$ cat config.mk
export PLATFORM = sky130hd
export DESIGN_NAME = alpha_control_top
export DESIGN_NICKNAME = d
export VERILOG_FILES = /design/src/alpha_serial_pkg.sv /design/src/alpha_timing_pkg.sv /design/src/alpha_control_top.sv /design/src/serial_loader.sv /design/src/startup_sequencer.sv /design/src/step_timer.sv
export SDC_FILE = /design/constraint.sdc
export NUM_CORES = 1
export LEC_CHECK = 0
export BUFFER_PORTS_ARGS = -buffer_cell sky130_fd_sc_hd__buf_2
export CAP_MARGIN = 10
export CORE_UTILIZATION = 31
export DETAILED_ROUTE_END_ITERATION = 12
export PLACE_DENSITY_LB_ADDON = 0.25
export SLEW_MARGIN = 0
export SYNTH_ARGS = -nofsm -noshare
export SYNTH_HDL_FRONTEND = slang
export SYNTH_HIERARCHICAL = 1
export SYNTH_SLANG_ARGS = --single-unit
$ cat constraint.sdc
create_clock -name clock -period 11.9 [get_ports clock]
set_input_delay 2.38 -clock clock [delete_from_list [all_inputs] [get_ports clock]]
set_output_delay 2.38 -clock clock [all_outputs]
set_load 0.02 [all_outputs]
$ cat src/alpha_serial_pkg.sv
package alpha_serial_pkg;

	localparam int CONFIG_BITS = 16; // config word width
	localparam int DUMMY_BITS = 4; // zeros clocked after the word
	localparam int TOTAL_BITS = CONFIG_BITS + DUMMY_BITS; // bits per load
	localparam int PHASES_PER_BIT = 3; // steps per bit

	typedef logic [CONFIG_BITS-1:0] config_word_t; // host config word
	typedef logic [4:0] bit_index_t; // bit position, dummies included
	typedef logic [1:0] phase_t; // phase inside one bit

	// bit phases, in the order they run
	localparam phase_t PHASE_DATA = 2'd0; // sin takes the bit
	localparam phase_t PHASE_HIGH = 2'd1; // sclk high, chip samples sin
	localparam phase_t PHASE_LOW = 2'd2; // sclk low again

	// one bit occupies PHASES_PER_BIT steps,
	// so the whole load spans PHASES_PER_BIT*TOTAL_BITS steps after idle step 0

endpackage

$ cat src/alpha_timing_pkg.sv
package alpha_timing_pkg;

	// default step timing, overridden from the top
	localparam integer STEP_CYCLES_DEFAULT = 100; // clock cycles per step
	localparam integer TOKEN_WAIT_STEPS_DEFAULT = 1121; // steps from trig_top end to second token
	localparam integer PICKOFF_DEFAULT = 6; // button pipeline depth

	typedef logic [15:0] step_index_t; // step number since a restart
	typedef logic [15:0] cycle_count_t; // cycle count inside one step

	// startup program steps, step 0 is idle
	localparam step_index_t STEP_DRESET = 16'd1; // chip reset high
	localparam step_index_t STEP_SYNC = 16'd3; // sync high
	localparam step_index_t STEP_TOKEN = 16'd5; // first token high
	localparam step_index_t STEP_TRIG = 16'd7; // trig_top high
	localparam step_index_t STEP_WAIT = 16'd8; // start of the long wait

	// even steps between the pulses drop the previous output
	// second token and end step follow STEP_WAIT by the wait length

endpackage

$ cat src/alpha_control_top.sv
module alpha_control_top import alpha_timing_pkg::*, alpha_serial_pkg::*; #(
	parameter integer STEP_CYCLES = STEP_CYCLES_DEFAULT,
	parameter integer TOKEN_WAIT_STEPS = TOKEN_WAIT_STEPS_DEFAULT,
	parameter integer PICKOFF = PICKOFF_DEFAULT
) (
	input logic clock,
	input logic reset,
	input logic start_button,
	input logic load_req,
	input config_word_t load_word,
	output logic load_ack,
	output logic dreset,
	output logic sync,
	output logic tok_a_f2t,
	output logic trig_top,
	output logic sin,
	output logic sclk
);

	step_index_t seq_step; // startup program step
	logic seq_restart;
	logic seq_run;
	logic seq_tick;
	step_index_t load_step; // serial load step
	logic load_restart;
	logic load_run;
	logic load_tick;

	step_timer #(.STEP_CYCLES(STEP_CYCLES)) seq_timer (
		.clock(clock),
		.reset(reset),
		.restart(seq_restart),
		.run(seq_run),
		.step(seq_step),
		.tick(seq_tick)
	);

	startup_sequencer #(
		.PICKOFF(PICKOFF),
		.TOKEN_WAIT_STEPS(TOKEN_WAIT_STEPS)
	) sequencer (
		.clock(clock),
		.reset(reset),
		.start_button(start_button),
		.step(seq_step),
		.tick(seq_tick),
		.restart(seq_restart),
		.run(seq_run),
		.dreset(dreset), // also forces sclk in the loader
		.sync(sync),
		.tok_a_f2t(tok_a_f2t),
		.trig_top(trig_top)
	);

	step_timer #(.STEP_CYCLES(STEP_CYCLES)) load_timer (
		.clock(clock),
		.reset(reset),
		.restart(load_restart),
		.run(load_run),
		.step(load_step),
		.tick(load_tick)
	);

	serial_loader loader (
		.clock(clock),
		.reset(reset),
		.load_req(load_req),
		.load_word(load_word),
		.load_ack(load_ack),
		.dreset(dreset),
		.step(load_step),
		.tick(load_tick),
		.restart(load_restart),
		.run(load_run),
		.sin(sin),
		.sclk(sclk)
	);

endmodule

$ cat src/serial_loader.sv
module serial_loader import alpha_timing_pkg::*, alpha_serial_pkg::*; (
	input logic clock,
	input logic reset,
	input logic load_req, // four-phase request from host
	input config_word_t load_word, // stable while load_req high
	output logic load_ack,
	input logic dreset, // chip reset from the sequencer
	input step_index_t step, // from the step timer
	input logic tick,
	output logic restart, // to step timer
	output logic run,
	output logic sin, // serial data to chip
	output logic sclk // serial clock to chip
);

	localparam logic [1:0] ST_IDLE = 2'd0; // waiting for load_req
	localparam logic [1:0] ST_SHIFT = 2'd1; // bits going out
	localparam logic [1:0] ST_ACK = 2'd2; // ack high until req drops

	// last clock-low step of the last dummy bit
	localparam step_index_t LAST_STEP = step_index_t'(PHASES_PER_BIT * TOTAL_BITS);
	localparam int WORD_SEL_BITS = $clog2(CONFIG_BITS);

	logic [1:0] state;
	config_word_t word_q; // latched host word
	logic sclk_int; // clock before the dreset override
	logic take_req; // request accepted this cycle
	bit_index_t next_bit; // bit of the step about to start
	phase_t next_phase;

	// step s >= 1 belongs to bit (s-1)/3, so the next step s+1 maps from s
	assign next_bit = bit_index_t'(step / PHASES_PER_BIT);
	assign next_phase = phase_t'(step % PHASES_PER_BIT);

	assign take_req = (state == ST_IDLE) && load_req; // ack is low in idle
	assign restart = take_req;
	assign run = (state == ST_SHIFT);

	assign sclk = sclk_int | dreset; // chip reset holds sclk high

	always_ff @(posedge clock) begin
		if (take_req) begin
			word_q <= load_word; // first cycle req seen while idle
		end
	end

	always_ff @(posedge clock) begin
		if (reset) begin
			state <= ST_IDLE;
			load_ack <= 1'b0;
			sin <= 1'b0;
			sclk_int <= 1'b0;
		end else begin
			case (state)
				ST_IDLE: begin
					if (take_req) begin
						state <= ST_SHIFT; // timer at step 0 next cycle
					end
				end
				ST_SHIFT: begin
					if (tick) begin
						if (step == LAST_STEP) begin
							state <= ST_ACK; // last clock-low step over
							load_ack <= 1'b1;
						end else begin
							case (next_phase)
								PHASE_DATA: begin
									// lsb first, zeros past the word
									if (next_bit < bit_index_t'(CONFIG_BITS)) begin
										sin <= word_q[next_bit[WORD_SEL_BITS-1:0]];
									end else begin
										sin <= 1'b0;
									end
								end
								PHASE_HIGH: sclk_int <= 1'b1;
								PHASE_LOW: sclk_int <= 1'b0;
								default: sclk_int <= 1'b0;
							endcase
						end
					end
				end
				ST_ACK: begin
					if (!load_req) begin // host released, close handshake
						state <= ST_IDLE;
						load_ack <= 1'b0;
					end
				end
				default: begin
					state <= ST_IDLE;
					load_ack <= 1'b0;
				end
			endcase
		end
	end

	// host must still hold its request when the ack comes up
	a_ack_with_req: assert property (
		@(posedge clock) disable iff (reset)
		$rose(load_ack) |-> load_req
	);

	// chip samples sin during sclk high
	a_sin_stable: assert property (
		@(posedge clock) disable iff (reset)
		sclk_int |-> $stable(sin)
	);

endmodule

$ cat src/startup_sequencer.sv
module startup_sequencer import alpha_timing_pkg::*; #(
	parameter integer PICKOFF = PICKOFF_DEFAULT,
	parameter integer TOKEN_WAIT_STEPS = TOKEN_WAIT_STEPS_DEFAULT
) (
	input logic clock,
	input logic reset,
	input logic start_button, // raw level from the board
	input step_index_t step, // from the step timer
	input logic tick,
	output logic restart, // to step timer
	output logic run,
	output logic dreset, // chip reset
	output logic sync,
	output logic tok_a_f2t,
	output logic trig_top
);

	// second token after the long wait, then one low step, then done
	localparam step_index_t TOKEN2_STEP = step_index_t'(STEP_WAIT + TOKEN_WAIT_STEPS);
	localparam step_index_t END_STEP = step_index_t'(STEP_WAIT + TOKEN_WAIT_STEPS + 2);

	logic [PICKOFF:0] button_pipe; // bit 0 newest
	logic start_edge; // old low, new high at the pickoff taps
	logic running; // program active
	step_index_t next_step; // step that starts after this tick

	assign start_edge = (button_pipe[PICKOFF:PICKOFF-1] == 2'b01);
	assign restart = start_edge; // timer is at step 0 the next cycle
	assign run = running;
	assign next_step = step + 1'b1;

	always_ff @(posedge clock) begin
		if (reset) begin
			button_pipe <= '0;
			running <= 1'b0;
			dreset <= 1'b0;
			sync <= 1'b0;
			tok_a_f2t <= 1'b0;
			trig_top <= 1'b0;
		end else begin
			button_pipe <= {button_pipe[PICKOFF-1:0], start_button}; // shift in
			if (start_edge) begin
				// a new press restarts from step 0 with everything low
				running <= 1'b1;
				dreset <= 1'b0;
				sync <= 1'b0;
				tok_a_f2t <= 1'b0;
				trig_top <= 1'b0;
			end else if (running && tick) begin
				// outputs set for the step about to begin,
				// so they change on the same edge as the step number
				dreset <= (next_step == STEP_DRESET);
				sync <= (next_step == STEP_SYNC);
				tok_a_f2t <= (next_step == STEP_TOKEN) || (next_step == TOKEN2_STEP);
				trig_top <= (next_step == STEP_TRIG); // drops at STEP_WAIT
				if (next_step == END_STEP) begin
					running <= 1'b0; // timer holds from here
				end
			end
		end
	end

	// startup pulses are sequential, never overlapping
	a_one_pulse: assert property (
		@(posedge clock) disable iff (reset)
		$onehot0({dreset, sync, trig_top})
	);

endmodule

$ cat src/step_timer.sv
module step_timer import alpha_timing_pkg::*; #(
	parameter integer STEP_CYCLES = STEP_CYCLES_DEFAULT
) (
	input logic clock,
	input logic reset,
	input logic restart, // back to step 0, count 0
	input logic run, // count when high, hold when low
	output step_index_t step,
	output logic tick // last cycle of a step
);

	localparam cycle_count_t LAST_COUNT = cycle_count_t'(STEP_CYCLES - 1);

	cycle_count_t count; // cycles into current step

	// tick only while running, a held timer does not repeat it
	assign tick = run && (count == LAST_COUNT);

	always_ff @(posedge clock) begin
		if (reset) begin
			count <= '0;
			step <= '0;
		end else if (restart) begin // restart wins over run
			count <= '0;
			step <= '0;
		end else if (run) begin
			if (tick) begin
				count <= '0; // wrap
				step <= step + 1'b1; // next step starts
			end else begin
				count <= count + 1'b1;
			end
		end
	end

	// wrap has to happen before the count leaves the step,
	// otherwise the step number would stall for a full counter lap
	a_count_in_step: assert property (
		@(posedge clock) disable iff (reset)
		count < cycle_count_t'(STEP_CYCLES)
	);

endmodule
==> impl_metrics.tcl, run 1 <==
set metrics [dict create \
    status "completed" \
    synth.distinct_cells 110 \
    dpl.hpwl_mm 14.27 \
    path_clk_slew_ns 0.06 \
    synth_flop_cell "dfxtp_1" \
    syn_nets 984 \
    syn_inst 957 \
    final_cell_mix "105 x nor2_1, 81 x dfxtp_1, 72 x nand2_1, 51 x nand3_1, 46 x a21oi_1" \
    max_freq_mhz 103.1 \
    fp.dieArea_sq_um 25480 \
    slowest_delay_ns 0.65 \
    drt_wl_total_mm 19.69 \
    end_kind "flip-flop" \
    skew_ns 0.004974 \
    antenna_found_initial 0 \
    fin_ws_ns 2.204 \
    io_pins 27 \
    synth-simple-area-share_pct 32.60 \
    period_minus_slack_ns 9.696 \
    grt_pass1_vias 6790 \
    synth_warnings 6 \
    p_leak_nw 2.831 \
    insertion_delay_ns 0.34 \
    synthToLayoutAreaGrowth_pct 8.543 \
    netlist_area_sq_um 7704 \
    synth_top_family_by_area "simple AND/OR/NAND/NOR gates" \
    power_density_nw_per_um2 75.95 \
    cts_tree "built" \
    hold_viol 0 \
    groute.usage.overall_pct 15.55 \
    period_share_pct 81.48 \
    final_net_count 983 \
    drc 0 \
    grt_max_degree 37 \
    num_antenna_cells 0 \
    cts.htree.levels 3 \
    synth-xor-area-share_pct 7.390 \
    numPortBuffers 26 \
    drtPass1Iterations 6 \
    cp_max_fo 18 \
    hold_buffers 0 \
    vias 7243 \
    drt-wirelength-per-cell_um 15.32 \
    grt_pass1_wl_mm 33.42 \
    synth_edf_count 16 \
    cts_sinks 97 \
    synth-compound-area-share_pct 24.82 \
    cpMaxStageDelayCell "dfxtp_1" \
    numCtsBuffers 9 \
    post_drt_via_cell_ratio 5.637 \
    slew_violations 0 \
    pre_cts_slack_ns 2.375 \
    worstPathArrival_ns 9.95 \
    avgSynthCellArea_sq_um 8.050 \
    ys_seq_area_share_pct 27.29 \
    coreArea_sq_um 24320 \
    async_flop_share_pct 0 \
    multi_input_area_sq_um 5275 \
    drt_iter0_markers 536 \
    setup_viol 0 \
    synthAdderAreaFrac_pct 1.267 \
    final_common_cell "nor2_1" \
    critPathRequiredTime_ns 12.15 \
    drv_cap 0 \
    drive_gt1_share_pct 13.22 \
    gp_congestion 0.9047 \
    antenna_left 0 \
    fin_setup_tns_ns 0 \
    register_area_sq_um 2102 \
    root_buffer "clkbuf_16" \
    initial_utilization_pct 31.68 \
    rsz0062_at_grt "false" \
    fillers 2561 \
    row_count 57 \
    die_w_um 159.6 \
    grt_overflow 0 \
    tightestPinTransition_ns 0.8812 \
    muxShareOfSynthArea_pct 2.404 \
    crit_type "flip-flop to flip-flop" \
    synth-seq-cells 97 \
    cts_setup_buffers 0 \
    cts_buffer_depth 2 \
    cts_resized 0 \
    peakVddDrop_mv 0.05688 \
    start_kind "flip-flop" \
    die_h_um 159.6 \
    slew_headroom_pct 40.98 \
    hp-class "flip-flop to flip-flop" \
]
## cell usage after synthesis (5+ instances only)
| master | count | area (sq um) |
|---|---|---|
| nand3_1 | 51 | 255.2 |
| nor3_1 | 31 | 155.2 |
| nor4_1 | 16 | 100.1 |
| mux2i_1 | 14 | 140.1 |
| and3_1 | 10 | 62.56 |
| o21ai_1 | 6 | 30.03 |
| xor2_1 | 37 | 324.1 |
| nand2b_1 | 15 | 93.84 |
| o21bai_1 | 6 | 45.04 |
| a211oi_1 | 9 | 67.56 |
| o21a_1 | 6 | 45.04 |
| nand2_1 | 72 | 270.3 |
| buf_2 | 12 | 60.06 |
| a31oi_1 | 17 | 106.4 |
| inv_1 | 23 | 86.33 |
| or2_2 | 8 | 50.05 |
| o211ai_1 | 12 | 90.09 |
| a311oi_1 | 5 | 43.79 |
| nand4_1 | 37 | 231.5 |
| xnor2_1 | 28 | 245.2 |
| clkbuf_1 | 23 | 86.33 |
| dfxtp_1 | 81 | 1622 |
| nor2b_1 | 19 | 118.9 |
| a21oi_1 | 46 | 230.2 |
| buf_1 | 6 | 22.52 |
| edfxtp_1 | 16 | 480.5 |
| nor2_1 | 105 | 394.1 |
| nor4_2 | 7 | 87.58 |
| ha_1 | 7 | 87.58 |
| o21ai_0 | 44 | 220.2 |
| o2111ai_1 | 5 | 43.79 |
| o31ai_1 | 5 | 37.54 |
| a21oi_2 | 5 | 43.79 |
| or3_1 | 20 | 125.1 |
| and2_1 | 6 | 37.54 |
| and4_1 | 10 | 87.58 |
## path summary, 6_finish.rpt
| path | start | slack (ns) | cells after the start | end |
|---|---|---|---|---|
| min | sequencer/button_pipe[0] | 0.44 | 1 | sequencer/button_pipe[1] |
| min reg2reg | sequencer/button_pipe[0] | 0.44 | 1 | sequencer/button_pipe[1] |
| max reg2reg | load_timer/step[14] | 2.20 | 33 | loader/sin |
| max | load_timer/step[14] | 2.20 | 33 | loader/sin |
## state kept, by name, indices dropped and copies added, names as in the netlist
name,flops
load_timer/count,16
load_timer/step,16
loader/word_q,16
seq_timer/count,16
seq_timer/step,16
sequencer/button_pipe,7
loader/state,2
loader/load_ack,1
loader/sclk_int,1
loader/sin,1
sequencer/dreset,1
sequencer/run,1
sequencer/sync,1
sequencer/tok_a_f2t,1
sequencer/trig_top,1
## worst max-delay path, delay by kind of cell, from the launching register on
kind	cells	cell delay, ns
compound gates	14	3.61
simple gates	10	3.15
fa+ha+maj	3	0.84
xor+xnor	3	0.76
flops	1	0.65
mux	2	0.51
buf+inv	1	0.07
## per-layer routing
metal | global-route usage (%) | routed length (um)
met5 | 0 | 0
met3 | 1.948 | 765
met2 | 26.44 | 9291
met1 | 20.47 | 9287
met4 | 4.633 | 344
## cell type report
cell class / instances / area share, %
multi-input cells: 787 / 63.09
flip-flops and latches: 97 / 25.14
well taps: 324 / 4.848
clock buffers: 12 / 3.067
repair buffers: 35 / 2.364
inverters: 26 / 1.167
clock inverters: 4 / 0.3292
## logic make-up (layout without fill, tap and decap cells)
| family | count (synthesis) | count (layout) |
|---|---|---|
| XOR/XNOR | 65 | 65 |
| flip-flops | 97 | 97 |
| AND/OR/NAND/NOR | 449 | 449 |
| buffers and inverters | 73 | 77 |
| multiplexers | 18 | 18 |
| adder cells (fa/ha/maj) | 8 | 8 |
| AO/OA/AOI/OAI | 247 | 247 |
## power breakdown
| part | switching, mW | internal, mW | total [mW] |
|---|---|---|---|
| Clock | 0.123 | 0.153 | 0.276 |
| Combinational | 0.0127 | 0.00591 | 0.0187 |
| Sequential | 0.00182 | 0.339 | 0.340 |
## through the flow
step	power (mW)	instance area (sq um)	hold slack [ns]	instances	util, %
2_1_floorplan	0.3595	7704	0.4138	957	-
3_3_place_gp	0.3672	8078	0.4155	1269	33.22
3_5_place_dp	0.3670	8078	0.4289	1269	33.22
4_1_cts	0.6466	8362	0.4443	1285	34.38
5_1_grt	0.6615	8362	0.4626	1285	34.38
6_report	0.6351	8362	0.4379	1285	34.38
(Power assumes the default switching activity.)
==> run 2: changes to the inputs <==
==> constraint.sdc (replaced) <==
create_clock -name clock -period 8.1 [get_ports clock]
set_input_delay 1.62 -clock clock [delete_from_list [all_inputs] [get_ports clock]]
set_output_delay 1.62 -clock clock [all_outputs]
set_load 0.02 [all_outputs]
==> run 2 against run 1 <==
Net effect:
- register-to-register slack got worse by 1.9 ns
- fmax rose by 24%
- largest power group unchanged
- clock power rose by 41%
- core utilization rose by 3.8 points
- critical path depth rose by 3
- sequential share of layout area fell by 2.4 points
- combinational power rose by 47%
- worst hold slack barely moved
- highest routed layer is now met5
==> impl_metrics.tcl, run 2 (same netlist as run 1, synthesis figures left out) <==
set metrics [dict create \
    slowest_delay_ns 0.47 \
    grt_max_degree 35 \
    p_leak_nw 3.267 \
    gp_congestion 0.9026 \
    hold_buffers 0 \
    cts_sinks 97 \
    power_density_nw_per_um2 98.53 \
    drt_iter0_markers 426 \
    coreArea_sq_um 24320 \
    fp.dieArea_sq_um 25480 \
    cp_max_fo 6 \
    fillers 2524 \
    cts_buffer_depth 2 \
    grt_overflow 0 \
    initial_utilization_pct 31.68 \
    fin_setup_tns_ns 0 \
    critPathRequiredTime_ns 8.33 \
    final_net_count 1059 \
    cts_tree "built" \
    holdWs_ns 0.4374 \
    start_kind "flip-flop" \
    numPortBuffers 26 \
    slew_violations 0 \
    grt_pass1_vias 6922 \
    tightestPinTransition_ns 0.8732 \
    final_common_cell "nor2_1" \
    drc 0 \
    numCtsBuffers 9 \
    crit_type "flip-flop to flip-flop" \
    cpMaxStageDelayCell "mux2i_1" \
    dp.cells 1316 \
    drt-wirelength-per-cell_um 15.60 \
    num_antenna_cells 0 \
    io_pins 27 \
    power_mw 0.9161 \
    status "completed" \
    post_drt_via_cell_ratio 5.524 \
    hp-class "flip-flop to flip-flop" \
    max_freq_mhz 127.6 \
    path_delay_family "compound AO/OA/AOI/OAI gates" \
    row_count 57 \
    antenna_left 0 \
    die_w_um 159.6 \
    drive_gt1_share_pct 23.63 \
    slew_headroom_pct 41.67 \
    cts.htree.levels 3 \
    insertion_delay_ns 0.34 \
    vias 7518 \
    instances_no_fill 1361 \
    root_buffer "clkbuf_16" \
    worstPathArrival_ns 8.07 \
    setup_viol 0 \
    period_minus_slack_ns 7.839 \
    critPathBufInv 5 \
    peakVddDrop_mv 0.1217 \
    die_h_um 159.6 \
    final_cell_mix "104 x nor2_1, 77 x dfxtp_1, 76 x buf_4, 71 x nand2_1, 51 x nand3_1" \
    drv_cap 0 \
    antenna_found_initial 1 \
    path_clk_slew_ns 0.07 \
    dpl.hpwl_mm 15.25 \
    period_share_pct 96.77 \
    end_kind "flip-flop" \
    drtPass1Iterations 6 \
    synthToLayoutAreaGrowth_pct 20.69 \
    hold_viol 0 \
    drt_wl_total_mm 21.23 \
    fin_area_sq_um 9298 \
    skew_ns 0.007371 \
    placed_cell_area_sq_um 8468 \
    grt_pass1_wl_mm 34.45 \
    groute.usage.overall_pct 16.08 \
]
-- run 2: changes by cell type in the layout (fill, tap and decap cells not counted), moves of 4 or more --
cell     delta
nor3_1      -5
dfxtp_1     -4
buf_4      +67
buf_6       +7
o21ai_0     -4
nor3_2      +4
-- run 2: path summary, 6_finish.rpt --
kind	endpoint	slack [ns]	startpoint	cells past startpoint
worst min register to register	sequencer/button_pipe[3]	0.44	sequencer/button_pipe[2]	1
worst min-delay path	sequencer/button_pipe[3]	0.44	sequencer/button_pipe[2]	1
worst max-delay path	loader/sin	0.26	load_timer/step[15]	36
worst max register to register	loader/sin	0.26	load_timer/step[15]	36
-- run 2: layer usage --
layer,vias to the layer above,GRT usage (%),part of all wire [%]
met4,2,5.376,1.5
met2,118,27.09,48
met3,36,2.078,3.0
li1,3764,-,-
met5,-,0,0.061
met1,3598,21.10,47
-- run 2: final cells by class --
type	count	area (sq um)	area share, %
multi-input combinational	787	5608	60.31
timing repair buffer	111	809.5	8.707
tap	324	405.4	4.360
inverter	26	97.59	1.050
sequential	97	2110	22.69
clock inverter	6	35.03	0.3768
clock buffer	10	232.7	2.503
-- run 2: through the flow --
stage | setup WS (ns) | util [%]
final | 0.2613 | 38.23
after global placement | 0.07645 | 34.82
after detailed placement | -0.09472 | 34.82
after floorplan | 0.005694 | -
after global routing | -0.1104 | 38.23
after CTS | 0.004674 | 36.25
-- run 2: repair_timing --
item / CTS / global route
pin swaps: 5 / 34
setup endpoints to repair: 1 / 2
cloned: 0 / 0
buffers inserted: 5 / 24
gates resized for setup: 10 / 62
-- run 2: where the power goes --
| group | switching (mW) | internal (mW) |
|---|---|---|
| Sequential | 0.00263 | 0.497 |
| Combinational | 0.0187 | 0.00867 |
| Clock | 0.180 | 0.209 |
==> run 3: changes to the inputs <==
--- a/config.mk
+++ b/config.mk
@@ -7,6 +7,8 @@
 export LEC_CHECK = 0
 export BUFFER_PORTS_ARGS = -buffer_cell sky130_fd_sc_hd__buf_2
 export CAP_MARGIN = 10
+export CELL_PAD_IN_SITES_DETAIL_PLACEMENT = 0
+export CELL_PAD_IN_SITES_GLOBAL_PLACEMENT = 2
 export CORE_UTILIZATION = 31
 export DETAILED_ROUTE_END_ITERATION = 12
 export PLACE_DENSITY_LB_ADDON = 0.25
==> run 3 against run 2 <==
Net effect:
- sequential share of layout area about the same
- clock power is 14% higher
- via count fell by 1.4%
- setup slack got worse by 0.095 ns
- critical path type unchanged
==> impl_metrics.tcl, run 3 (same netlist as run 1, synthesis figures left out) <==
set metrics [dict create \
    placed_cell_area_sq_um 8468 \
    max_freq_mhz 126.1 \
    status "completed" \
    synthToLayoutAreaGrowth_pct 20.66 \
    drtPass1Iterations 4 \
    path_clk_slew_ns 0.07 \
    coreArea_sq_um 24320 \
    slew_violations 0 \
    cpMaxStageDelayCell "or4_4" \
    drc 0 \
    critPathBufInv 4 \
    drt-wirelength-per-cell_um 16.68 \
    row_count 57 \
    cts_tree "built" \
    die_h_um 159.6 \
    groute.usage.overall_pct 17.49 \
    final_net_count 1053 \
    grt_pass1_vias 7143 \
    path_delay_family "compound AO/OA/AOI/OAI gates" \
    holdWs_ns 0.4349 \
    holdPathEnd "sequencer/button_pipe[3]" \
    io_pins 27 \
    gp_congestion 0.8157 \
    final_cell_mix "103 x nor2_1, 77 x dfxtp_1, 73 x buf_4, 70 x nand2_1, 51 x nand3_1" \
    cts_sinks 97 \
    grt_max_degree 34 \
    r2r-start "load_timer/step[14]" \
    vias 7409 \
    cp.depth 36 \
    grt_pass1_wl_mm 36.91 \
    power_density_nw_per_um2 104.3 \
    period_minus_slack_ns 7.933 \
    slowest_delay_ns 0.57 \
    final_common_cell "nor2_1" \
    end_kind "flip-flop" \
    grt_overflow 0 \
    tightestPinTransition_ns 0.9386 \
    cp_max_fo 6 \
    antenna_found_initial 0 \
    peakVddDrop_mv 0.1215 \
    drv_cap 0 \
    fin_area_sq_um 9295 \
    drt_wl_total_mm 22.61 \
    pre_cts_slack_ns -0.1383 \
    initial_utilization_pct 31.68 \
    hp-class "flip-flop to flip-flop" \
    cts_buffer_depth 2 \
    worstPathArrival_ns 8.16 \
    cts.htree.levels 3 \
    crit_type "flip-flop to flip-flop" \
    drt_iter0_markers 391 \
    regToRegSetupSlack_ns 0.17 \
    critPathRequiredTime_ns 8.32 \
    r2r-end "loader/sin" \
    fin_setup_tns_ns 0 \
    fp.dieArea_sq_um 25480 \
    fillers 2559 \
    drive_gt1_share_pct 23.38 \
    power_mw 0.9697 \
    rsz0062_at_grt "true" \
    dpl.hpwl_mm 16.40 \
    p_leak_nw 3.248 \
    post_drt_via_cell_ratio 5.468 \
    root_buffer "clkbuf_16" \
    num_antenna_cells 0 \
    die_w_um 159.6 \
    hold_buffers 0 \
    antenna_left 0 \
    startpoint "load_timer/step[14]" \
    start_kind "flip-flop" \
    skew_ns 0.009855 \
    numPortBuffers 26 \
    slew_headroom_pct 36.64 \
    period_share_pct 97.94 \
    hold_depth 1 \
    fin_ws_ns 0.1668 \
    numCtsBuffers 9 \
    hold_viol 0 \
    hp-start "sequencer/button_pipe[2]" \
    insertion_delay_ns 0.35 \
    r2r.worst_path.cells 36 \
    setup_viol 0 \
]
## run 3: changes by cell type in the layout (fill, tap and decap cells not counted), moves of 3 or more
cell / change
clkinvlp_4: -3
nor3_2: -3
nor3_1: +3
buf_4: -3
inv_6: +6
## run 3: routing by layer
metal | GRT usage, % | share of wire, %
met5 | 0 | 0
met4 | 5.245 | 1.9
met3 | 1.740 | 2.3
met2 | 30.83 | 50
met1 | 22.41 | 46
## run 3: area by class of cell
type	count	area, sq um	area share (%)
timing repair buffer	104	734.5	7.901
clock buffer	9	225.2	2.423
tap	324	405.4	4.361
multi-input combinational	788	5638	60.65
clock inverter	7	82.58	0.8884
inverter	26	97.59	1.050
sequential	97	2112	22.72
## run 3: per-stage QoR
stage	utilization [%]	cells
finish	38.22	1355
global route	38.22	1355
CTS	36.63	1342
detailed placement	34.82	1316
global placement	34.82	1316
floorplan	-	957
## run 3: worst reg2reg max path: cells and delay by family (launching register included)
family,cells,cell delay (ns)
adder cells (fa/ha/maj),3,0.60
XOR/XNOR,2,0.36
AO/OA/AOI/OAI,19,3.90
flip-flops,1,0.36
AND/OR/NAND/NOR,8,2.00
buffers and inverters,4,0.57
## run 3: power by group
group          internal (mW)  switching [mW]  total (mW)  leakage, nW
registers              0.496         0.00274       0.499        0.809
clock network          0.246           0.197       0.443        0.152
logic                0.00887          0.0186      0.0275         2.29
total                  0.752           0.218       0.970         3.25
## run 3: worst max-delay path by stage
stage / endpoint / slack, ns
after global routing: loader/sin / -0.19
after floorplan: loader/sin / 0.006
after global placement: loader/sin / -0.009
after CTS: loader/sin / 0.03
final: loader/sin / 0.17
after detailed placement: loader/sin / -0.14
## run 3: timing repair
item                                    in CTS  in global routing
gates resized for setup                     11                 62
setup buffers                               10                 11
pin swaps                                    6                 34
endpoints found under the setup margin       2                  2
cloned                                       0                  2
